<file path="config.mk">
export PLATFORM = sky130hd
export DESIGN_NAME = music_player_top
export DESIGN_NICKNAME = d
export VERILOG_FILES = /design/src/source/control_types_pkg.sv /design/src/source/audio_types_pkg.sv /design/src/source/music_player_top.sv /design/src/source/i2s_transmitter.sv /design/src/source/tone_generator.sv /design/src/source/song_sequencer.sv /design/src/source/mode_selector.sv /design/src/source/button_press_unit.sv
export VERILOG_INCLUDE_DIRS = /design/src /design/src/include
export SDC_FILE = /design/constraint.sdc
export NUM_CORES = 1
export LEC_CHECK = 0
export ABC_AREA = 1
export BUFFER_PORTS_ARGS = -buffer_cell sky130_fd_sc_hd__buf_2
export CAP_MARGIN = 20
export CORE_MARGIN = 4
export CORE_UTILIZATION = 62
export DETAILED_ROUTE_END_ITERATION = 10
export PLACE_DENSITY_LB_ADDON = 0.1
export SLEW_MARGIN = 10
export SYNTH_ARGS = -nofsm -noshare
export SYNTH_HDL_FRONTEND = slang
export SYNTH_SLANG_ARGS = --single-unit
</file>
<file path="constraint.sdc">
create_clock -name clk_100 -period 2.15 [get_ports clk_100]
set_clock_uncertainty 0.2 [all_clocks]
set_input_delay 0.1075 -clock clk_100 [delete_from_list [all_inputs] [get_ports clk_100]]
set_output_delay 0.1075 -clock clk_100 [all_outputs]
set_load 0.1 [all_outputs]
</file>
<file path="src/include/music_macros.svh">
`ifndef MUSIC_MACROS_SVH
`define MUSIC_MACROS_SVH

// Debounce counter width, 2^WIDTH stable cycles per press
`define BPU_WIDTH 20

// Audio frames per song step
`define BEAT_COUNT 1000

// Steps in one song
`define SONG_LENGTH 8

// Peak level of the square wave, a quarter of full scale
`define AMPLITUDE 16'sd8192

// Slot width of one I2S channel
`define CODEC_WIDTH 24

`endif
</file>
<file path="src/source/control_types_pkg.sv">
`default_nettype none

package control_types_pkg;

    // Mode picked by the control button, in stepping order
    typedef enum logic [1:0] {
        MODE_PLAY   = 2'd0,
        MODE_NEXT   = 2'd1,
        MODE_REWIND = 2'd2,
        MODE_FFWD   = 2'd3
    } player_mode_t;

    // One-cycle command strobes, one hot or idle
    typedef struct packed {
        logic toggle_play;  // Play/pause
        logic step_next;    // Step + 1
        logic step_rewind;  // Back to step 0
        logic step_ffwd;    // Step + 2
    } player_cmd_t;

    localparam player_cmd_t CMD_IDLE = '0;  // No strobe raised

endpackage

`default_nettype wire

</file>
<file path="src/source/audio_types_pkg.sv">
`default_nettype none

`include "music_macros.svh"

package audio_types_pkg;

    localparam int SAMPLE_W = 16;   // Bits of PCM per sample

    typedef logic signed [SAMPLE_W-1:0] sample_t;            // Signed PCM sample
    typedef logic [`CODEC_WIDTH-1:0] codec_word_t;           // One I2S channel slot
    typedef logic [3:0] note_t;                              // 1..8, zero is silence
    typedef logic [$clog2(`SONG_LENGTH)-1:0] step_t;         // Position in the song

    // Sample left-aligned in the codec slot, low bits zero
    function automatic codec_word_t to_codec_word(sample_t s);
        return {s, {(`CODEC_WIDTH - SAMPLE_W){1'b0}}};
    endfunction

endpackage

`default_nettype wire

</file>
<file path="src/source/music_player_top.sv">
`default_nettype none

`include "music_macros.svh"

module music_player_top
    import audio_types_pkg::*;
    import control_types_pkg::*;
#(
    parameter int BPU_WIDTH  = `BPU_WIDTH,
    parameter int BEAT_COUNT = `BEAT_COUNT
) (
    input  logic       clk_100,
    input  logic       reset,
    input  logic [1:0] btn,         // Bit 1 control, bit 0 action
    input  logic       bclk,        // Codec bit clock
    input  logic       wclk,        // Codec word clock
    output logic       dout,
    output logic [3:0] leds,
    output logic [2:0] leds_rgb_0
);

    logic         control_press;
    logic         action_press;
    player_cmd_t  cmd;
    player_mode_t mode;
    note_t        note;
    logic         playing;
    sample_t      sample;
    logic         new_sample;
    logic         new_frame;

    // Button front ends
    button_press_unit #(.WIDTH(BPU_WIDTH)) control_bpu (
        .clk_100(clk_100), .reset(reset), .in(btn[1]), .out(control_press)
    );
    button_press_unit #(.WIDTH(BPU_WIDTH)) action_bpu (
        .clk_100(clk_100), .reset(reset), .in(btn[0]), .out(action_press)
    );

    mode_selector u_mode_selector (
        .clk_100(clk_100), .reset(reset), .control_press(control_press),
        .action_press(action_press), .cmd(cmd), .mode(mode)
    );

    song_sequencer #(.BEAT_COUNT(BEAT_COUNT)) u_song_sequencer (
        .clk_100(clk_100), .reset(reset), .cmd(cmd), .new_frame(new_frame),
        .note(note), .playing(playing)
    );

    tone_generator u_tone_generator (
        .clk_100(clk_100), .reset(reset), .new_frame(new_frame), .playing(playing),
        .note(note), .sample(sample), .new_sample(new_sample)
    );

    i2s_transmitter u_i2s_transmitter (
        .clk_100(clk_100), .reset(reset), .bclk(bclk), .wclk(wclk), .sample(sample),
        .new_sample(new_sample), .new_frame(new_frame), .dout(dout)
    );

    assign leds       = sample[15:12];            // Top bits of the waveform
    assign leds_rgb_0 = {2'(mode), playing};      // Mode index and play flag

endmodule

`default_nettype wire

</file>
<file path="src/source/i2s_transmitter.sv">
`default_nettype none

`include "music_macros.svh"

module i2s_transmitter
    import audio_types_pkg::*;
(
    input  logic    clk_100,
    input  logic    reset,
    input  logic    bclk,
    input  logic    wclk,
    input  sample_t sample,
    input  logic    new_sample,
    output logic    new_frame,
    output logic    dout
);

    localparam int CNT_W = $clog2(`CODEC_WIDTH + 1);

    logic [2:0]  bclk_q;     // Two sync flops plus one for edge detect
    logic [2:0]  wclk_q;
    logic        bclk_fall;
    logic        wclk_fall;
    logic        wclk_rise;
    codec_word_t hold_word;  // Next word to send
    codec_word_t shift_reg;
    logic [CNT_W-1:0] bits_left;

    assign bclk_fall = bclk_q[2] & ~bclk_q[1];
    assign wclk_fall = wclk_q[2] & ~wclk_q[1];  // Left channel starts
    assign wclk_rise = ~wclk_q[2] & wclk_q[1];  // Right channel starts

    always_ff @(posedge clk_100) begin
        if (reset) begin
            bclk_q    <= '0;
            wclk_q    <= '0;
            new_frame <= 1'b0;
            hold_word <= '0;
            shift_reg <= '0;
            bits_left <= '0;
            dout      <= 1'b0;
        end else begin
            bclk_q    <= {bclk_q[1:0], bclk};
            wclk_q    <= {wclk_q[1:0], wclk};
            new_frame <= wclk_fall;  // Paces the whole player

            if (new_sample)
                hold_word <= to_codec_word(sample);

            if (wclk_fall) begin
                shift_reg <= hold_word;  // Word from the previous frame
                bits_left <= CNT_W'(`CODEC_WIDTH);
            end else if (wclk_rise) begin
                bits_left <= '0;
                dout      <= 1'b0;       // Right channel stays silent
            end else if (bclk_fall) begin
                if (bits_left != '0) begin
                    dout      <= shift_reg[`CODEC_WIDTH-1];  // MSB first
                    shift_reg <= shift_reg << 1;
                    bits_left <= bits_left - 1'b1;
                end else begin
                    dout <= 1'b0;        // Pad after the last bit
                end
            end
        end
    end

endmodule

`default_nettype wire

</file>
<file path="src/source/tone_generator.sv">
`default_nettype none

`include "music_macros.svh"

module tone_generator
    import audio_types_pkg::*;
(
    input  logic    clk_100,
    input  logic    reset,
    input  logic    new_frame,
    input  logic    playing,
    input  note_t   note,
    output sample_t sample,
    output logic    new_sample
);

    note_t frame_cnt;  // Frames into the half period
    note_t note_q;     // For note change detect
    logic  level_pos;  // Square wave currently high

    always_ff @(posedge clk_100) begin
        if (reset) begin
            frame_cnt  <= '0;
            note_q     <= '0;
            level_pos  <= 1'b1;
            sample     <= '0;
            new_sample <= 1'b0;
        end else begin
            new_sample <= new_frame;  // Sample valid one cycle after the frame
            note_q     <= note;

            if (!playing) begin
                // Paused, silence and restart high
                frame_cnt <= '0;
                level_pos <= 1'b1;
                sample    <= '0;
            end else if (note != note_q) begin
                frame_cnt <= '0;      // New pitch starts a fresh half period
                level_pos <= 1'b1;
            end else if (new_frame) begin
                if (note == '0)
                    sample <= '0;     // Rest
                else
                    sample <= level_pos ? `AMPLITUDE : -`AMPLITUDE;

                // Half period is note+1 frames
                if (frame_cnt == note) begin
                    frame_cnt <= '0;
                    level_pos <= ~level_pos;
                end else begin
                    frame_cnt <= frame_cnt + 1'b1;
                end
            end
        end
    end

endmodule

`default_nettype wire

</file>
<file path="src/source/song_sequencer.sv">
`default_nettype none

`include "music_macros.svh"

module song_sequencer
    import audio_types_pkg::*;
    import control_types_pkg::*;
#(
    parameter int BEAT_COUNT = `BEAT_COUNT
) (
    input  logic        clk_100,
    input  logic        reset,
    input  player_cmd_t cmd,
    input  logic        new_frame,
    output note_t       note,
    output logic        playing
);

    localparam int BEAT_W = (BEAT_COUNT > 1) ? $clog2(BEAT_COUNT) : 1;

    // Melody, one note per step
    localparam note_t SONG_TABLE [`SONG_LENGTH] = '{
        4'd3, 4'd5, 4'd1, 4'd7, 4'd2, 4'd6, 4'd4, 4'd8
    };

    step_t             step;      // Current song position
    logic [BEAT_W-1:0] beat_cnt;  // Frames into the current step
    logic              step_cmd;  // Any command that moves the step
    logic              beat_done;

    // Position plus n, wrapped at the song end
    function automatic step_t step_add(step_t s, int unsigned n);
        int unsigned sum;
        sum = int'(s) + n;
        return step_t'(sum % `SONG_LENGTH);
    endfunction

    assign step_cmd  = cmd.step_next | cmd.step_ffwd | cmd.step_rewind;
    assign beat_done = (beat_cnt == BEAT_W'(BEAT_COUNT - 1));

    always_ff @(posedge clk_100) begin
        if (reset) begin
            playing  <= 1'b0;
            step     <= '0;
            beat_cnt <= '0;
        end else begin
            if (cmd.toggle_play)
                playing <= ~playing;

            // Commands win over the beat
            if (step_cmd) begin
                beat_cnt <= '0;
                if (cmd.step_rewind)
                    step <= '0;
                else if (cmd.step_ffwd)
                    step <= step_add(step, 2);
                else
                    step <= step_add(step, 1);
            end else if (playing && new_frame) begin
                if (beat_done) begin
                    beat_cnt <= '0;
                    step     <= step_add(step, 1);  // Next note of the song
                end else begin
                    beat_cnt <= beat_cnt + 1'b1;
                end
            end
        end
    end

    // Table lookup, one cycle behind the step
    always_ff @(posedge clk_100) begin
        if (reset)
            note <= '0;
        else
            note <= SONG_TABLE[step];
    end

endmodule

`default_nettype wire

</file>
<file path="src/source/mode_selector.sv">
`default_nettype none

module mode_selector
    import control_types_pkg::*;
(
    input  logic         clk_100,
    input  logic         reset,
    input  logic         control_press,
    input  logic         action_press,
    output player_cmd_t  cmd,
    output player_mode_t mode
);

    player_mode_t mode_next;
    player_cmd_t  cmd_next;

    // PLAY -> NEXT -> REWIND -> FFWD -> PLAY
    always_comb begin
        unique case (mode)
            MODE_PLAY:   mode_next = MODE_NEXT;
            MODE_NEXT:   mode_next = MODE_REWIND;
            MODE_REWIND: mode_next = MODE_FFWD;
            MODE_FFWD:   mode_next = MODE_PLAY;
            default:     mode_next = MODE_PLAY;
        endcase
    end

    // Strobe belonging to the mode held before this cycle
    always_comb begin
        cmd_next = CMD_IDLE;
        if (action_press) begin
            unique case (mode)
                MODE_PLAY:   cmd_next.toggle_play = 1'b1;
                MODE_NEXT:   cmd_next.step_next   = 1'b1;
                MODE_REWIND: cmd_next.step_rewind = 1'b1;
                MODE_FFWD:   cmd_next.step_ffwd   = 1'b1;
                default:     cmd_next = CMD_IDLE;
            endcase
        end
    end

    always_ff @(posedge clk_100) begin
        if (reset) begin
            mode <= MODE_PLAY;
            cmd  <= CMD_IDLE;
        end else begin
            cmd <= cmd_next;  // One cycle after the action press
            if (control_press)
                mode <= mode_next;
        end
    end

endmodule

`default_nettype wire

</file>
<file path="src/source/button_press_unit.sv">
`default_nettype none

`include "music_macros.svh"

module button_press_unit #(
    parameter int WIDTH = `BPU_WIDTH
) (
    input  logic clk_100,
    input  logic reset,
    input  logic in,
    output logic out
);

    logic [1:0]       sync_q;       // Two-flop synchronizer
    logic             level_q;      // Last synchronized level
    logic [WIDTH-1:0] stable_cnt;   // Cycles the level has held
    logic             debounced;    // Accepted button level
    logic             debounced_q;  // For edge detect

    always_ff @(posedge clk_100) begin
        if (reset) begin
            sync_q      <= '0;
            level_q     <= 1'b0;
            stable_cnt  <= '0;
            debounced   <= 1'b0;
            debounced_q <= 1'b0;
        end else begin
            sync_q  <= {sync_q[0], in};
            level_q <= sync_q[1];

            // Any change restarts the stability window
            if (sync_q[1] != level_q)
                stable_cnt <= '0;
            else if (stable_cnt != '1)
                stable_cnt <= stable_cnt + 1'b1;  // Saturate at full

            // Level accepted only once the window is full
            if (stable_cnt == '1)
                debounced <= level_q;

            debounced_q <= debounced;
        end
    end

    // Single strobe on press, nothing on release
    assign out = debounced & ~debounced_q;

endmodule

`default_nettype wire

</file>
==> qor.csv, run 1 <==
metric,value,unit
vdd_drop_max,0.000452,V
path_common_cell,nand2_4,
syn_area,0.00494,mm2
synth_flop_cell,dfxtp_1,
post_dp_cell_area,0.00509,mm2
seq_area_frac_synth,0.421,
clk_path_buf_depth,2,
crit_path_end_kind,flop,
regToRegSetupSlack,0.31,ns
start_util,0.640,
finalWirelength,9200,um
crit_chain,ha_1 > nand3_2 > inv_2 > nand2_4 > nor2_4 > nand2_4 > clkinv_2 > nand2_1 > a21oi_1,
largest_registers,"action_bpu.stable_cnt x20, control_bpu.stable_cnt x20, u_song_sequencer.beat_cnt x10",
holdPathEnd,control_bpu.sync_q[1]$_SDFF_PP0_,
cts_resized,0,
fill_cells,667,
synthArstFlopShare,0,
reg2reg_from,action_bpu.stable_cnt[0]$_SDFFE_PP0P_,
power_density,624,mW/mm2
cp_max_fo,14,
clock_sinks,104,
final_area,0.00534,mm2
grt_pass1_wl,16600,um
cp-start-kind,flop,
drc_errors,0,
rows,32,
core,0.00773,mm2
num_vias,4213,
synth_fp_nets,723,
worstSetupPathType,reg2reg,
finalWeightedCongestion,0.857,
period_needed,1.84,ns
hold_path.class,reg2reg,
setup_viol,0,
drv_slew,0,
numCtsBuffers,9,
nNetsFinal,744,
crit_slowest_cell,dfxtp_1,
seqCellArea,0.00208,mm2
diodes,0,
grt_max_degree,26,
hpwl,6880,um
die_area,0.00947,mm2
ant_nets,0,
io_pins,14,
hold_path.startpoint,control_bpu.sync_q[0]$_SDFF_PP0_,
synth_edf_count,0,
die_w,97.3,um
die_h,97.3,um
antenna_found_initial,0,
critPathArrivalTime,1.93,ns
tns,0,ns
crit_family,simple AND/OR/NAND/NOR gates,
cts_hold_buf,5,
leakagePower,2.16,nW
reg2reg_depth,9,
rsz0062_at_grt,false,
clock_tree.root_cell,clkbuf_8,
setup_slack,0.306,ns
synthCells,704,
drt_iter0_drc,130,
max_stage_delay,0.45,ns
grt_pass1_vias,3933,
cap_violations,0,
htree_levels,3,
timing.rr.end,action_bpu.stable_cnt[1]$_SDFFE_PP0P_,
synth_cell_type_count,40,
cts_tree,done,
timing.critical_path.buf_inv,2,
dp_slack,0.351,ns
via_per_inst,5.07,
clk_latency,0.36,ns
post-route-period-util,0.858,
critPathRequiredTime,2.24,ns
drive_gt1_frac,0.0850,
firstDrtPassIters,4,
area.growth.synth_to_final,8.05,%
grt.total_usage,0.205,
max_freq,0.542,GHz
hold_violations,0,
post_cts_buffers,0,
clk_pin_slew,0.10,ns
wl_per_cell,11.1,um
ys_warn_count,0,
synth_area_per_cell,7.02,um2
yosys_register_bits,104,
status,finished clean,
multi_input_area,0.00239,mm2
io_buffers,12,
whs_path_depth,2,
globalRouteOverflowTotal,0,
kinds of logic after synthesis:
kind of cell,count (synthesis),synth area share
mux,1,0.00202
fa+ha+maj,13,0.0329
xor+xnor,25,0.0443
simple gates,369,0.321
other cells,1,0.000759
compound gates,74,0.0825
flops,104,0.421
buf+inv,117,0.0957
per-stage QoR:
step                total power, mW  instances  hold WS, ns   util
finish                         3.33        831        0.204  0.691
global route                   3.48        831        0.229  0.691
CTS                            3.38        831        0.209  0.691
detailed placement             2.15        811        0.123  0.659
global placement               2.15        811        0.116  0.659
floorplan                      2.11        704     -0.00987      -
layout make-up:
type                            instances  area share
Multi-Input combinational cell        483       0.447
Timing Repair Buffer                   22      0.0276
Sequential cell                       104       0.390
Tap cell                              102      0.0239
Clock buffer                            9      0.0232
Inverter                              105      0.0743
Clock inverter                          6      0.0141
how the worst max path moves through the flow:
stage                                          start                               endpoint  cells after the start
2_1_floorplan   u_mode_selector.mode[0]$_SDFFE_PP0P_   u_mode_selector.mode[1]$_SDFFE_PP0P_                      4
3_3_place_gp   action_bpu.stable_cnt[0]$_SDFFE_PP0P_      action_bpu.debounced$_SDFFE_PP0N_                      9
3_5_place_dp   action_bpu.stable_cnt[0]$_SDFFE_PP0P_      action_bpu.debounced$_SDFFE_PP0N_                      9
4_1_cts        action_bpu.stable_cnt[0]$_SDFFE_PP0P_  action_bpu.stable_cnt[1]$_SDFFE_PP0P_                      9
5_1_grt        action_bpu.stable_cnt[0]$_SDFFE_PP0P_  action_bpu.stable_cnt[1]$_SDFFE_PP0P_                      9
6_report       action_bpu.stable_cnt[0]$_SDFFE_PP0P_  action_bpu.stable_cnt[1]$_SDFFE_PP0P_                      9
cell usage in the layout, fill, tap and decap left out, types with 2 or more instances in the layout:
cell	netlist	final
nand3_2	2	2
nor2_4	2	2
dlygate4sd3_1	0	5
nand2_2	7	7
o21ai_0	29	29
nor3_1	5	5
inv_2	3	3
o211ai_1	2	2
buf_2	4	12
a31oi_1	8	8
clkbuf_8	0	9
nand4_1	13	13
xor2_1	8	8
buf_4	3	5
nor2_1	137	137
inv_1	100	100
dfxtp_1	104	104
ha_1	13	13
a21oi_2	3	3
inv_6	0	2
nand2_1	149	149
clkinv_2	2	2
xnor2_1	17	17
or2_2	2	2
nor2_2	5	5
nand2_4	2	2
nand3_1	38	38
a21oi_1	27	27
nor3b_1	3	3
synthesized netlist by cell type (4+ instances only):
master | instances | area [um2]
xor2_1 | 8 | 70.1
xnor2_1 | 17 | 149
nand2_2 | 7 | 43.8
buf_2 | 4 | 20.0
o21ai_0 | 29 | 145
nand3_1 | 38 | 190
a31oi_1 | 8 | 50.1
nand2_1 | 149 | 559
nor2_1 | 137 | 514
a21oi_1 | 27 | 135
nor3_1 | 5 | 25.0
nand4_1 | 13 | 81.3
ha_1 | 13 | 163
dfxtp_1 | 104 | 2080
inv_1 | 100 | 375
nor2_2 | 5 | 31.3
tightest hold or removal path, cell delays in order (launching register included):
cell and delay [ns]:
dfxtp_1 0.31, inv_1 0.04, nor2_1 0.03
power breakdown:
group | internal (mW) | switching (mW)
logic | 0.0511 | 0.0948
clock network | 0.550 | 0.665
registers | 1.95 | 0.0190
routing by layer:
layer,GRT usage,part of all wire,vias up
met3,0.0495,0.037,12
met2,0.358,0.48,62
li1,-,-,2231
met5,0,0,-
met1,0.254,0.47,1908
met4,0.0564,0.013,0
Note: power is estimated with default switching activity, not from simulation.
==> run 2, diff against run 1 <==
Settings changed: ABC_AREA 1 to not set, CORE_ASPECT_RATIO set to 0.7.
==> qor.csv, run 2 <==
metric,value,unit
yosys_register_bits,104,
synth_fp_nets,547,
grt.total_usage,0.231,
synth_top_area_frac,0.444,
dp.cells,634,
yosysTopAreaCell,dfxtp_1,
dp_slack,0.151,ns
grt_pass1_vias,3787,
drive_gt1_frac,0.116,
leakagePower,1.88,nW
grt_pass1_wl,17200,um
worstSetupPathType,reg2reg,
status,finished clean,
die_area,0.00904,mm2
clk_pin_slew,0.10,ns
max_freq,0.500,GHz
ant_nets,0,
die_w,112,um
io_buffers,12,
cap_violations,0,
hold_violations,0,
synth_flop_cell,dfxtp_1,
largest_registers,"action_bpu.stable_cnt x20, control_bpu.stable_cnt x20, u_song_sequencer.beat_cnt x10",
finalWeightedCongestion,0.841,
diodes,0,
period_needed,2.00,ns
tns,0,ns
htree_levels,3,
synthArstFlopShare,0,
via_per_inst,5.94,
critPathArrivalTime,2.11,ns
post-route-period-util,0.931,
crit_slowest_cell,or3_1,
clock_sinks,104,
crit_path_end_kind,flop,
crit_chain,nand4_2 > or3_1 > or4_1 > a21oi_1,
finalWirelength,9690,um
firstDrtPassIters,5,
synthCells,528,
seq_area_frac_synth,0.444,
setup_viol,0,
die_h,80.8,um
power_density,653,mW/mm2
synth_area_per_cell,8.88,um2
clk_latency,0.37,ns
ys_warn_count,0,
nNetsFinal,572,
timing.critical_path.buf_inv,0,
clock_tree.root_cell,clkbuf_8,
hold_path.class,reg2reg,
rsz0062_at_grt,false,
relSlewSlack,0.668,
setup_slack,0.148,ns
power,3.39,mW
cp-start-kind,flop,
synth_edf_count,0,
netlist_top_cells_area,"dfxtp_1 (44%), nand2_1 (3.5%), ha_1 (3.5%)",
num_vias,3898,
start_util,0.641,
cp_max_fo,7,
drv_slew,0,
max_stage_delay,0.51,ns
clk_path_buf_depth,2,
synth_commonest_cells,"dfxtp_1 (104), nand2_1 (44), nor2_1 (39), a21oi_1 (28), o21ai_0 (26)",
vdd_drop_max,0.000610,V
drt_iter0_drc,321,
hpwl,6710,um
grt_max_degree,27,
core,0.00732,mm2
syn_area,0.00469,mm2
worst_pin_slew,0.494,ns
cts_tree,done,
layout_commonest_cell,dfxtp_1,
critPathRequiredTime,2.26,ns
fin_cells,656,
yosysMostFrequentCell,dfxtp_1,
drc_errors,0,
io_pins,14,
synth_cell_type_count,57,
crit_family,simple AND/OR/NAND/NOR gates,
mostFrequentLayoutCells,"dfxtp_1 (102), nand2_1 (44), nor2_1 (39)",
numCtsBuffers,9,
rows,26,
globalRouteOverflowTotal,0,
area.growth.synth_to_final,10.6,%
antenna_found_initial,0,
wl_per_cell,14.8,um
==> run 2: logic make-up after synthesis <==
group           share of synthesized area
compound gates                      0.147
xor+xnor                           0.0467
fa+ha+maj                          0.0347
buf+inv                            0.0347
flops                               0.444
mux                                0.0302
other cells                      0.000800
simple gates                        0.262
==> run 2: through the flow <==
stage                      util  hold slack, ns  cell area, um2
after global placement    0.672           0.119            4920
after CTS                 0.708           0.256            5180
after global routing      0.709           0.267            5190
after floorplan               -         -0.0134            4690
after detailed placement  0.672           0.139            4920
final                     0.709           0.253            5190
==> run 2: power by group <==
group / switching [mW] / internal, mW
registers: 0.0232 / 1.95
clock network: 0.652 / 0.600
logic: 0.0963 / 0.0631
==> run 2: area by class of cell <==
cell class / instances / area, um2
repair buffers: 39 / 278
clock buffers: 11 / 151
well taps: 98 / 123
clock inverters: 5 / 53.8
fillers: 573 / 2130
inverters: 14 / 52.6
multi-input cells: 385 / 2440
flip-flops and latches: 104 / 2080
==> run 2: worst paths after layout <==
| check | from | end | slack (ns) | cells past startpoint |
|---|---|---|---|---|
| hold reg to reg | u_i2s_transmitter.bclk_q[0]$_SDFF_PP0_ | u_i2s_transmitter.bclk_q[1]$_SDFF_PP0_ | 0.25 | 1 |
| setup reg to reg | action_bpu.stable_cnt[9]$_SDFFE_PP0P_ | action_bpu.stable_cnt[13]$_SDFFE_PP0P_ | 0.15 | 4 |
| hold / removal | u_i2s_transmitter.bclk_q[0]$_SDFF_PP0_ | u_i2s_transmitter.bclk_q[1]$_SDFF_PP0_ | 0.25 | 1 |
| setup / recovery | action_bpu.stable_cnt[9]$_SDFFE_PP0P_ | action_bpu.stable_cnt[13]$_SDFFE_PP0P_ | 0.15 | 4 |
==> run 2: metal layers <==
metal	wire, um	share of wire	global-route usage
met1	4650	0.48	0.303
met5	0	0	0
met2	4490	0.46	0.374
met4	118	0.012	0.0696
met3	431	0.044	0.0692
==> run 2: repair_timing <==
item | CTS | global route
endpoints found under the setup margin | 0 | 4
resized for setup | 0 | 3
endpoints found under the hold margin | 13 | 0
setup buffers | 0 | 0
hold buffers | 6 | 0
==> run 3, diff against run 2 <==
Settings changed: ABC_AREA set to 1.
==> qor.csv, run 3 (synthesis gave the netlist of run 1 again) <==
metric,value,unit
status,finished clean,
crit_path_end_kind,flop,
multi_input_area,0.00239,mm2
met1_usage,0.321,
firstDrtPassIters,5,
cp-start-kind,flop,
seqCellArea,0.00208,mm2
nNetsFinal,749,
core,0.00751,mm2
cp_max_fo,14,
fill_cells,597,
io_pins,14,
largest_registers,"action_bpu.stable_cnt x20, control_bpu.stable_cnt x20, u_song_sequencer.beat_cnt x10",
rsz0062_at_grt,false,
critPathRequiredTime,2.21,ns
max_freq,0.539,GHz
fin_util,0.730,
post-route-period-util,0.863,
use_met3,0.0568,
finalWeightedCongestion,0.874,
grt_pass1_wl,17600,um
antenna_found_initial,0,
area.growth.synth_to_final,11.0,%
power_density,693,mW/mm2
met2_usage,0.360,
diodes,0,
leakagePower,2.24,nW
clk_pin_slew,0.07,ns
io_buffers,12,
die_h,82.7,um
clock_tree.root_cell,clkbuf_16,
rows,26,
drive_gt1_frac,0.0872,
tns,0,ns
num_vias,4211,
cts_hold_buf,8,
vdd_drop_max,0.000807,V
hold_violations,0,
drc_errors,0,
grt_max_degree,23,
worstSetupPathType,reg2reg,
dp_slack,0.330,ns
critPathArrivalTime,1.92,ns
cts_resized,0,
start_util,0.658,
die_w,115,um
die_area,0.00949,mm2
period_needed,1.86,ns
globalRouteOverflowTotal,0,
fin_cells,832,
grt.busiest_layer,met2,
hold_path.class,reg2reg,
ant_nets,0,
regToRegSetupSlack,0.29,ns
clk_path_buf_depth,2,
numCtsBuffers,9,
setup_viol,0,
cts_tree,done,
mostFrequentLayoutCells,"nand2_1 (149), nor2_1 (137), dfxtp_1 (104)",
finalWirelength,10100,um
hpwl,7200,um
post_cts_buffers,0,
drv_slew,0,
cap_violations,0,
drt_iter0_drc,317,
via_per_inst,5.06,
setup_slack,0.294,ns
layout_commonest_cell,nand2_1,
clk_latency,0.34,ns
grt_pass1_vias,3948,
clock_sinks,104,
wl_per_cell,12.1,um
htree_levels,3,
dp.cells,809,
grt.total_usage,0.232,
[run 3: changes by cell type in the layout (fill, tap and decap cells not counted), moves of 11 or more]
cell      previous run  this run
nand2_1             44       149
nor2_1              39       137
inv_1               14       100
nor2b_1             21         0
or3_1               17         0
nand3_1             22        38
buf_4               21         7
mux2i_1             13         1
a211oi_1            11         0
nor3_1              16         5
[run 3: area by class of cell]
class                      count  area share
multi-input combinational    483       0.435
sequential                   104       0.380
timing repair buffer          27      0.0351
clock buffer                  10      0.0436
clock inverter                 5      0.0116
inverter                     105      0.0723
tap                           98      0.0224
[run 3: layer usage]
layer  vias to the layer above  part of all wire
met5                         -                 0
met4                         0             0.015
met3                        15             0.049
met2                        97              0.43
met1                      1857              0.50
li1                       2242                 -
[run 3: final timing paths]
path                                           from                                endpoint  cells after the start
max          control_bpu.stable_cnt[1]$_SDFFE_PP0P_  control_bpu.stable_cnt[1]$_SDFFE_PP0P_                      9
min                control_bpu.sync_q[0]$_SDFF_PP0_        control_bpu.sync_q[1]$_SDFF_PP0_                      2
max reg2reg  control_bpu.stable_cnt[1]$_SDFFE_PP0P_  control_bpu.stable_cnt[1]$_SDFFE_PP0P_                      9
min reg2reg        control_bpu.sync_q[0]$_SDFF_PP0_        control_bpu.sync_q[1]$_SDFF_PP0_                      2
[run 3: report_power, final]
group	switching [mW]	internal, mW	total [mW]
clock network	0.733	0.941	1.67
logic	0.102	0.0577	0.159
registers	0.0201	1.95	1.97
total	0.854	2.95	3.80
[run 3: critical path, cell delays in order, from the launching register on]
cell	delay, ns
dfxtp_1	0.38
ha_1	0.20
inv_2	0.04
nor2_2	0.10
nand2_2	0.10
nor2_2	0.13
nand2_2	0.22
clkinv_2	0.18
nand2_1	0.08
a21oi_1	0.15
[run 3: through the flow]
stage                     hold slack, ns  power [mW]  instance area, um2
after global placement             0.114        2.15                5100
after floorplan                 -0.00987        2.11                4940
after global routing               0.236        3.94                5490
after CTS                          0.216        3.83                5490
final                              0.210        3.80                5490
after detailed placement           0.121        2.16                5100
